===== src/logic/mul_pkg.sv =====
// shared widths and encodings for the multiply path, imported by every RTL block
`default_nettype none

package mul_pkg;

    // register data width
    localparam int XLEN = 32;
    // destination register index
    localparam int REG_ADDR_W = 5;
    // commit tag carried alongside each result
    localparam int COMMIT_ID_W = 3;

    // results writeback can absorb before a credit comes back
    localparam int DEF_CREDITS = 2;

    // values match funct3[1:0] of the M extension
    typedef enum logic [1:0] {
        MUL_LO  = 2'b00,
        MUL_HSS = 2'b01,
        MUL_HSU = 2'b10,
        MUL_HUU = 2'b11
    } mul_op_e;

    // where an operand comes from
    // code 2'b11 is unused and reads as the register value
    typedef enum logic [1:0] {
        SRC_REG  = 2'b00,
        SRC_ALU1 = 2'b01,
        SRC_ALU2 = 2'b10
    } byp_src_e;

endpackage

`default_nettype wire

===== src/logic/mul_req_if.sv =====
// decoded multiply request bundle, used for the decode-to-issue and issue-to-pipe links
`timescale 1ns/10ps
`default_nettype none

interface mul_req_if;
    import mul_pkg::*;

    // request present this cycle
    logic                   valid;
    mul_op_e                op;
    // operands after bypass selection
    logic [XLEN-1:0]        a;
    logic [XLEN-1:0]        b;
    // destination register and commit tag
    logic [REG_ADDR_W-1:0]  rd;
    logic [COMMIT_ID_W-1:0] cid;

    // side that presents the request
    modport src (output valid, op, a, b, rd, cid);

    // side that takes it
    modport dst (input valid, op, a, b, rd, cid);

endinterface

`default_nettype wire


===== src/logic/mul_unit_top.sv =====
// multiply unit top level with plain ports, wires decode, issue buffer, pipe and writeback
`timescale 1ns/10ps
`default_nettype none

module mul_unit_top #(
    parameter int RESULT_CREDITS = mul_pkg::DEF_CREDITS
) (
    input  logic                            clk,
    input  logic                            rst_n,
    input  logic                            req_i,
    input  logic                            flush_i,
    input  logic [2:0]                      funct3_i,
    input  logic [mul_pkg::REG_ADDR_W-1:0]  rd_i,
    input  logic [mul_pkg::XLEN-1:0]        rs1_data_i,
    input  logic [mul_pkg::XLEN-1:0]        rs2_data_i,
    input  logic [mul_pkg::XLEN-1:0]        alu1_byp_i,
    input  logic [mul_pkg::XLEN-1:0]        alu2_byp_i,
    input  mul_pkg::byp_src_e               src1_i,
    input  mul_pkg::byp_src_e               src2_i,
    input  logic [mul_pkg::COMMIT_ID_W-1:0] cid_i,
    input  logic                            credit_i,
    output logic                            stall_o,
    output logic                            wb_valid_o,
    output logic [mul_pkg::XLEN-1:0]        wb_data_o,
    output logic [mul_pkg::REG_ADDR_W-1:0]  wb_rd_o,
    output logic [mul_pkg::COMMIT_ID_W-1:0] wb_cid_o
);
    import mul_pkg::*;

    // decode to issue, issue to pipe
    mul_req_if dec_req ();
    mul_req_if pipe_req ();

    // stage 2 result and the global advance
    logic                   advance;
    logic                   s2_valid;
    logic [XLEN-1:0]        s2_result;
    logic [REG_ADDR_W-1:0]  s2_rd;
    logic [COMMIT_ID_W-1:0] s2_cid;

    mul_decode u_decode (
        .funct3_i, .rd_i, .rs1_data_i, .rs2_data_i, .alu1_byp_i, .alu2_byp_i,
        .src1_i, .src2_i, .cid_i, .req_i, .flush_i, .req(dec_req)
    );

    mul_issue u_issue (
        .clk, .rst_n, .in(dec_req), .out(pipe_req), .advance_i(advance), .stall_o
    );

    mul_pipe u_pipe (
        .clk, .rst_n, .req(pipe_req), .advance_i(advance), .s2_valid_o(s2_valid),
        .result_o(s2_result), .rd_o(s2_rd), .cid_o(s2_cid)
    );

    mul_wb #(.RESULT_CREDITS(RESULT_CREDITS)) u_wb (
        .clk, .rst_n, .s2_valid_i(s2_valid), .result_i(s2_result), .rd_i(s2_rd),
        .cid_i(s2_cid), .credit_i, .advance_o(advance), .wb_valid_o, .wb_data_o,
        .wb_rd_o, .wb_cid_o
    );

endmodule

`default_nettype wire


===== src/logic/mul_wb.sv =====
// credit-gated writeback of stage 2 results, also the advance source for the whole path
`timescale 1ns/10ps
`default_nettype none

module mul_wb #(
    parameter int RESULT_CREDITS = mul_pkg::DEF_CREDITS
) (
    input  logic                            clk,
    input  logic                            rst_n,
    input  logic                            s2_valid_i,
    input  logic [mul_pkg::XLEN-1:0]        result_i,
    input  logic [mul_pkg::REG_ADDR_W-1:0]  rd_i,
    input  logic [mul_pkg::COMMIT_ID_W-1:0] cid_i,
    input  logic                            credit_i,
    output logic                            advance_o,
    output logic                            wb_valid_o,
    output logic [mul_pkg::XLEN-1:0]        wb_data_o,
    output logic [mul_pkg::REG_ADDR_W-1:0]  wb_rd_o,
    output logic [mul_pkg::COMMIT_ID_W-1:0] wb_cid_o
);
    // wide enough to hold RESULT_CREDITS itself
    localparam int CNT_W = $clog2(RESULT_CREDITS + 1);

    logic [CNT_W-1:0] credits;
    logic             have_credit;

    assign have_credit = (credits != '0);

    // a result leaves only against a credit
    assign wb_valid_o = s2_valid_i & have_credit;
    assign wb_data_o  = result_i;
    assign wb_rd_o    = rd_i;
    assign wb_cid_o   = cid_i;

    // stage 2 is free or about to drain
    assign advance_o = ~s2_valid_i | have_credit;

    // one credit spent per result, one returned per consumer pulse
    always_ff @(posedge clk or negedge rst_n) begin
        if (!rst_n) begin
            credits <= CNT_W'(RESULT_CREDITS);
        end else begin
            case ({credit_i, wb_valid_o})
                2'b10:   credits <= credits + 1'b1;
                2'b01:   credits <= credits - 1'b1;
                default: credits <= credits;
            endcase
        end
    end

endmodule

`default_nettype wire


===== src/logic/mul_pipe.sv =====
// two-stage 33x33 multiplier for MUL/MULH/MULHSU/MULHU, frozen as a whole by advance
`timescale 1ns/10ps
`default_nettype none

module mul_pipe (
    input  logic                            clk,
    input  logic                            rst_n,
    mul_req_if.dst                          req,
    input  logic                            advance_i,
    output logic                            s2_valid_o,
    output logic [mul_pkg::XLEN-1:0]        result_o,
    output logic [mul_pkg::REG_ADDR_W-1:0]  rd_o,
    output logic [mul_pkg::COMMIT_ID_W-1:0] cid_o
);
    import mul_pkg::*;

    // operands widened by one bit so one signed multiply covers all four ops
    logic signed [XLEN:0]     a_ext;
    logic signed [XLEN:0]     b_ext;
    logic signed [2*XLEN+1:0] prod;
    logic                     a_signed;
    logic                     b_signed;

    // stage 1
    logic                     s1_valid;
    mul_op_e                  s1_op;
    logic [2*XLEN+1:0]        s1_prod;
    logic [REG_ADDR_W-1:0]    s1_rd;
    logic [COMMIT_ID_W-1:0]   s1_cid;

    // rs1 signed for MULH and MULHSU, rs2 only for MULH
    // MUL takes the low word, same for any extension
    assign a_signed = (req.op == MUL_HSS) || (req.op == MUL_HSU);
    assign b_signed = (req.op == MUL_HSS);

    assign a_ext = {a_signed & req.a[XLEN-1], req.a};
    assign b_ext = {b_signed & req.b[XLEN-1], req.b};
    assign prod  = a_ext * b_ext;

    // valids, both stages move together
    always_ff @(posedge clk or negedge rst_n) begin
        if (!rst_n) begin
            s1_valid   <= 1'b0;
            s2_valid_o <= 1'b0;
        end else if (advance_i) begin
            s1_valid   <= req.valid;
            s2_valid_o <= s1_valid;
        end
    end

    // payload registers
    always_ff @(posedge clk) begin
        if (advance_i && req.valid) begin
            s1_op   <= req.op;
            s1_prod <= prod;
            s1_rd   <= req.rd;
            s1_cid  <= req.cid;
        end
        // stage 2 picks the word to write back
        if (advance_i && s1_valid) begin
            result_o <= (s1_op == MUL_LO) ? s1_prod[XLEN-1:0] : s1_prod[2*XLEN-1:XLEN];
            rd_o     <= s1_rd;
            cid_o    <= s1_cid;
        end
    end

endmodule

`default_nettype wire


===== src/logic/mul_issue.sv =====
// one-entry issue buffer between decode and the multiplier, holds a request over a pipe stall
`timescale 1ns/10ps
`default_nettype none

module mul_issue (
    input  logic    clk,
    input  logic    rst_n,
    mul_req_if.dst  in,
    mul_req_if.src  out,
    input  logic    advance_i,
    output logic    stall_o
);
    import mul_pkg::*;

    // held request, operands already past the bypass mux
    logic                   buf_valid;
    mul_op_e                buf_op;
    logic [XLEN-1:0]        buf_a;
    logic [XLEN-1:0]        buf_b;
    logic [REG_ADDR_W-1:0]  buf_rd;
    logic [COMMIT_ID_W-1:0] buf_cid;

    logic capture;

    // new request while the pipe is frozen and the slot is free
    assign capture = ~buf_valid & in.valid & ~advance_i;

    // slot occupancy
    always_ff @(posedge clk or negedge rst_n) begin
        if (!rst_n) begin
            buf_valid <= 1'b0;
        end else if (buf_valid) begin
            // drained once the pipe moves
            if (advance_i) begin
                buf_valid <= 1'b0;
            end
        end else if (capture) begin
            buf_valid <= 1'b1;
        end
    end

    // payload, only loaded on capture
    always_ff @(posedge clk) begin
        if (capture) begin
            buf_op  <= in.op;
            buf_a   <= in.a;
            buf_b   <= in.b;
            buf_rd  <= in.rd;
            buf_cid <= in.cid;
        end
    end

    // older buffered request goes first
    assign out.valid = buf_valid | in.valid;
    assign out.op    = buf_valid ? buf_op  : in.op;
    assign out.a     = buf_valid ? buf_a   : in.a;
    assign out.b     = buf_valid ? buf_b   : in.b;
    assign out.rd    = buf_valid ? buf_rd  : in.rd;
    assign out.cid   = buf_valid ? buf_cid : in.cid;

    // slot taken, incoming request has to wait on the inputs
    // it is let in the cycle after the buffer drains
    assign stall_o = buf_valid & in.valid;

endmodule

`default_nettype wire


===== src/logic/mul_decode.sv =====
// combinational decode of a multiply request: funct3 to opcode, operand bypass, flush drop
`timescale 1ns/10ps
`default_nettype none

module mul_decode (
    input  logic [2:0]                      funct3_i,
    input  logic [mul_pkg::REG_ADDR_W-1:0]  rd_i,
    input  logic [mul_pkg::XLEN-1:0]        rs1_data_i,
    input  logic [mul_pkg::XLEN-1:0]        rs2_data_i,
    input  logic [mul_pkg::XLEN-1:0]        alu1_byp_i,
    input  logic [mul_pkg::XLEN-1:0]        alu2_byp_i,
    input  mul_pkg::byp_src_e               src1_i,
    input  mul_pkg::byp_src_e               src2_i,
    input  logic [mul_pkg::COMMIT_ID_W-1:0] cid_i,
    input  logic                            req_i,
    input  logic                            flush_i,
    mul_req_if.src                          req
);
    import mul_pkg::*;

    mul_op_e op;

    // operand select, register file value unless a bypass is named
    function automatic logic [XLEN-1:0] pick_operand(input byp_src_e src,
                                                     input logic [XLEN-1:0] reg_val);
        logic [XLEN-1:0] val;
        case (src)
            SRC_ALU1: val = alu1_byp_i;
            SRC_ALU2: val = alu2_byp_i;
            default:  val = reg_val;
        endcase
        return val;
    endfunction

    // funct3 000..011 are the multiplies
    // division codes are never sent here, fall back to the low product
    always_comb begin
        case (funct3_i)
            3'b001:  op = MUL_HSS;
            3'b010:  op = MUL_HSU;
            3'b011:  op = MUL_HUU;
            default: op = MUL_LO;
        endcase
    end

    // an interrupt flush kills the request in place
    assign req.valid = req_i & ~flush_i;
    assign req.op    = op;
    assign req.a     = pick_operand(src1_i, rs1_data_i);
    assign req.b     = pick_operand(src2_i, rs2_data_i);
    assign req.rd    = rd_i;
    assign req.cid   = cid_i;

endmodule

`default_nettype wire


===== config.mk =====
export PLATFORM = sky130hd
export DESIGN_NAME = mul_unit_top
export DESIGN_NICKNAME = d
export VERILOG_FILES = /design/src/logic/mul_pkg.sv /design/src/logic/mul_req_if.sv /design/src/logic/mul_unit_top.sv /design/src/logic/mul_wb.sv /design/src/logic/mul_pipe.sv /design/src/logic/mul_issue.sv /design/src/logic/mul_decode.sv
export SDC_FILE = /design/constraint.sdc
export NUM_CORES = 2
export LEC_CHECK = 0
export BUFFER_PORTS_ARGS = -buffer_cell sky130_fd_sc_hd__buf_4
export CAP_MARGIN = 40
export CORE_MARGIN = 2
export CORE_UTILIZATION = 64
export CTS_CLUSTER_SIZE = 30
export DETAILED_ROUTE_END_ITERATION = 12
export PLACE_DENSITY = 0.82
export SLEW_MARGIN = 10
export SYNTH_ARGS = -nofsm -noshare
export SYNTH_HDL_FRONTEND = slang
export SYNTH_SLANG_ARGS = --single-unit

===== constraint.sdc =====
create_clock -name clk -period 22.9 [get_ports clk]
set_clock_uncertainty 0.1 [all_clocks]
set_input_delay 1.145 -clock clk [delete_from_list [all_inputs] [get_ports clk]]
set_output_delay 1.145 -clock clk [all_outputs]
set_load 0.02 [all_outputs]

# After elaboration in Yosys (flattened, before gate mapping)
# Index checks and enable logic that the tools add are counted.
# Widths: inputs -> output; s select.
# word_totals
ram_bits	0
n_memories	0
mem_bits_ro	0
latchBits	0
word_cells	62
reg_bits	193
# classes
mux	13
eq_ne	11
n_reduce_logical	6
div	0
magnitude_cmp	0
shifts	0
mul	1
bitwise_logic	13
n_addsub	2
# ops
operator	count
$pmux 32 s2	2
$mux 32	3
$mul 33x33->64	1
$eq 2x1->1 const B	4
$eq 2x2->1 const B	4
$and 1x1->1	7
$eq 3x2->1 const B	2
$pmux 2 s3	1
$mux 5	1
$not 1->1	4
$pmux 2 s2	1
$reduce_bool 2->1	2
$eq 3x1->1 const B	1
$mux 1	3
$mux 3	1
$add 2x1->2 const B	1
$logic_and 1x1->1	2
$logic_not 2->1	1
$mux 2	1
$or 1x1->1	2
$sub 2x1->2 const B	1
$logic_or 1x1->1	1

# Logic depth before layout (Yosys ltp)
# depth
depth_word	7
depth_mapped	37
depth_no_buf	32

# Modules after synthesis
# A second synthesis with hierarchy kept.
# unflattened
hier_cells	4818
hier_area_um2	46648.5
# by_module_without_submodules
mod	instances	area_each_um2	cells_each
mul_pipe	1	41632.4	4368
mul_issue	1	3240.6	162
mul_decode	1	1363.8	237
mul_wb	1	411.6	51

# Worst setup path after synthesis
# No wires, ideal clock.
# synth_timing
kind	input -> register
from	input src2_i[0]
to	register u_pipe.s1_prod[60] (data pin)
path_buffers	5
t_arrival_ns	9.877
t_required_ns	22.539
path_stages	32
slack_ns	12.662
setup_ns	0.261
path_cell_list	inv_1 ha_1 buf_2 clkbuf_1 a221o_1 o21ai_0 o21a_1 clkbuf_1 clkbuf_1 nor2_1 fa_1 fa_1 fa_1 inv_1 fa_1 inv_1 fa_1 fa_1 inv_1 fa_1 fa_1 inv_1 ha_1 buf_2 a21o_1 a21oi_1 nand2_1 nor4_1 a221oi_2 a41o_1 o221a_1 xor2_1
# synth_via
elab_chain_len	5
# synth_lines
element	line_no	rtl
start: declaration	mul_unit_top.sv:19	input mul_pkg::byp_src_e src2_i,
$eq 2x2->1 / $eq 2x1->1 (equally long branches)	mul_decode.sv:27	case (src)
$pmux 32 s2 *	mul_decode.sv:27	
$mux 32 *	mul_issue.sv:57	assign out.b = buf_valid ? buf_b : in.b;
$and 1x1->1	mul_pipe.sv:37	assign b_ext = {b_signed & req.b[XLEN-1], req.b};
$mul 33x33->64 *	mul_pipe.sv:38	assign prod = a_ext * b_ext;
via u_pipe.prod[60]	mul_pipe.sv:20	logic signed [2*XLEN+1:0] prod;
end signal: assignment	mul_pipe.sv:55	s1_prod <= prod;
end: declaration	mul_pipe.sv:27	logic [2*XLEN+1:0] s1_prod;
# The timed path passes the listed nets; every way through them passes the cells marked *.
# A chain may end at the register's enable or synchronous reset.

# Final worst setup path
# layout_timing
from	input src2_i[0]
to	register u_pipe.s1_prod[63] (data pin)
# Same word-level chain as after synthesis.

==> flow_summary.ini <==
[run_status]
status = completed

[detailed_routing]
firstDrtPassIters = 8
num_vias = 35600
viasPerCell = 6.10
wire_per_inst_um = 24.3
drtAntennaViolNets = 0
drc_errors = 0
routed_wl_mm = 142
drtIter0Drc = 3908

[timing]
worst-slew-pin-transition_ns = 0.948
hold_violations = 0
relSlewSlack_pct = 36.8
finalSetupViolCount = 0
period_share_pct = 48.6
setup_ws_ns = 11.76
finalMaxSlewViolations = 0
period_needed_ns = 11.14
rsz0062_at_grt = false
holdWs_ns = 0.308
max_freq_mhz = 89.8
fin_setup_tns_ns = 0

[placement]
globalplace.congestion = 0.985
dp_hpwl_mm = 113
dpl_cell_area_um2 = 48600
dp_slack_ns = 11.32
io_buffer_count = 189

[die]
ios = 190
core_area_um2 = 70300
initial_utilization_pct = 64.9
std_cell_rows = 97
dieArea_um2 = 73400
die_y_um = 271
die_w_um = 271

[final_layout]
nets = 6376
area_growth_syn_to_layout_pct = 8.03
fin_area_um2 = 49300
n_fill_cell = 5092
final_common_cell = inv_1
mostFrequentLayoutCells = inv_1, fa_1, nand2_1, nor2_1, buf_4
multiInputGateArea_um2 = 34900
ff_latch_area_um2 = 5780
drive_gt1_share_pct = 8.70

[worst_setup_path]
cp_num_cells = 32
critPathMaxStageDelay_ns = 1.06
crit_path_frequent_cell = fa_1
startpoint = src2_i[0]
path_delay_family = adder cells
crit_buf_inv = 10
critPathSlowestCell = fa_1
worstPathMaxFanout = 33
reg2reg_depth = 30
start_kind = input pin
rrSetupSlack_ns = 12.07
worstPathRequired_ns = 23.16
crit_type = input pin to register
r2r-start = u_issue.buf_valid$_DFF_PN0_
crit_end = u_pipe.s1_prod[63]$_DFFE_PP_
worstPathArrival_ns = 11.40
critPathCaptureType = register
worstReg2RegEnd = u_pipe.s1_prod[63]$_DFFE_PP_

[global_routing]
grt_pass1_vias = 38000
grtUsageTotal_pct = 40.3
grt-ovfl-total = 0
grt_pass1_wl_mm = 218
antenna_found_initial = 8
grt_max_degree = 67

[synth]
yosysTopAreaCell = fa_1
syn_nets = 6305
synth_cells = 4814
synth_seq_area_share_pct = 12.7
avgSynthCellArea_um2 = 9.48
synthTopCellsByArea = fa_1, edfxtp_1, inv_1
synthArstFlopShare_pct = 2.59
synth.top_cell.area_share_pct = 49.4
synth_edf_count = 188
ys_types = 72
synth_ff_type = edfxtp_1
ys_warn_count = 0
synth_seq_cells = 193
synth.cell_area_um2 = 45600

[clock_tree]
cts_setup_buffers = 0
clk_root_buffer_cell = clkbuf_16
htreeDepth = 4
cts_inserted_buffers = 17
clock_latency_ns = 0.53
clk_pin_slew_ns = 0.09
cts-hold-fix-buffers = 0
cts_max_path_buffers = 2
cts_tree = done
cts_resized = 0
cts.sinks = 193

[job]
cap_violations = 0

[min_path]
min_path_type = input pin to asynchronous set/reset pin
## worst register-to-register path, delay by kind of cell, from the launching register on
family          cells  cell delay (ns)
fa+ha+maj           9             4.51
compound gates      8             2.06
flops               1             0.92
buf+inv             9             2.16
simple gates        3             0.62
mux                 1             0.31
## registers in the layout, indices dropped and copies added, names as in the netlist
register           count
u_pipe.s1_prod        64
u_issue.buf_cid        3
u_issue.buf_op         2
u_pipe.rd_o            5
u_pipe.s1_rd           5
u_pipe.cid_o           3
u_pipe.s1_op           2
u_issue.buf_b         32
u_issue.buf_a         32
u_issue.buf_rd         5
u_wb.credits           2
u_pipe.s1_valid        1
u_pipe.s1_cid          3
u_issue.buf_valid      1
u_pipe.result_o       32
u_pipe.s2_valid_o      1
## cells in the mapped netlist, types with 4 or more instances
cell	n
o21ai_1	54
a21oi_1	56
and2_1	26
nand2_1	811
fa_1	1125
mux2_2	41
nor3b_1	4
buf_1	11
buf_2	18
xnor2_1	49
nor2_1	409
o21ai_0	105
o21bai_1	9
a31oi_1	7
a211oi_1	6
o21a_1	64
nand4_1	12
clkbuf_1	209
edfxtp_1	188
o21ai_2	5
inv_1	1160
nor4_1	5
nor2b_1	5
a21o_1	30
a221o_1	64
ha_1	218
nand2b_1	5
nand3_1	15
a21boi_0	4
xor2_1	29
dfrtp_1	4
and3_1	5
nor3_1	13
## metrics by stage
step / std cells / util [%]
CTS: 5836 / 70.1
global route: 5838 / 70.1
detailed placement: 5804 / 69.2
finish: 5841 / 70.1
global placement: 5780 / 68.6
floorplan: 4814 / -
## cells by family after synthesis
group | Yosys count | share of synthesized area (%)
AO/OA/AOI/OAI | 435 | 6.45
XOR/XNOR | 78 | 1.50
adder cells (fa/ha/maj) | 1343 | 55.3
buffers and inverters | 1403 | 11.6
flip-flops | 193 | 12.7
multiplexers | 42 | 1.04
AND/OR/NAND/NOR | 1320 | 11.4
## final cells by class
cell class	count	share of cell area (%)
inverters	1162	8.85
clock buffers	17	0.863
repair buffers	293	4.97
diodes	3	0.0152
well taps	940	2.39
multi-input cells	3218	70.7
clock inverters	15	0.462
flip-flops and latches	193	11.7
## worst min-delay path by stage
stage,from,endpoint,slack (ns),cells after the start
after floorplan,u_pipe.s1_cid[0]$_DFFE_PP_,u_pipe.cid_o[0]$_DFFE_PP_,0.30,0
after detailed placement,u_pipe.s1_cid[2]$_DFFE_PP_,u_pipe.cid_o[2]$_DFFE_PP_,0.31,0
after CTS,rst_n,u_issue.buf_valid$_DFF_PN0_,0.29,1
after global placement,u_pipe.s1_cid[2]$_DFFE_PP_,u_pipe.cid_o[2]$_DFFE_PP_,0.30,0
final,rst_n,u_wb.credits[0]$_DFFE_PN0P_,0.31,1
after global routing,rst_n,u_wb.credits[0]$_DFFE_PN0P_,0.29,1
## routing by layer
layer	vias to the layer above	track usage (%)	part of all wire, %
met5	-	0	0.030
met4	6	29.4	9.3
met3	800	11.7	13
met2	2541	62.0	46
met1	17900	48.7	32
li1	14400	-	-
Power is left out: the tool's default activity adds up to more than one toggle a clock period on the data nets, which glitch-free logic cannot reach.
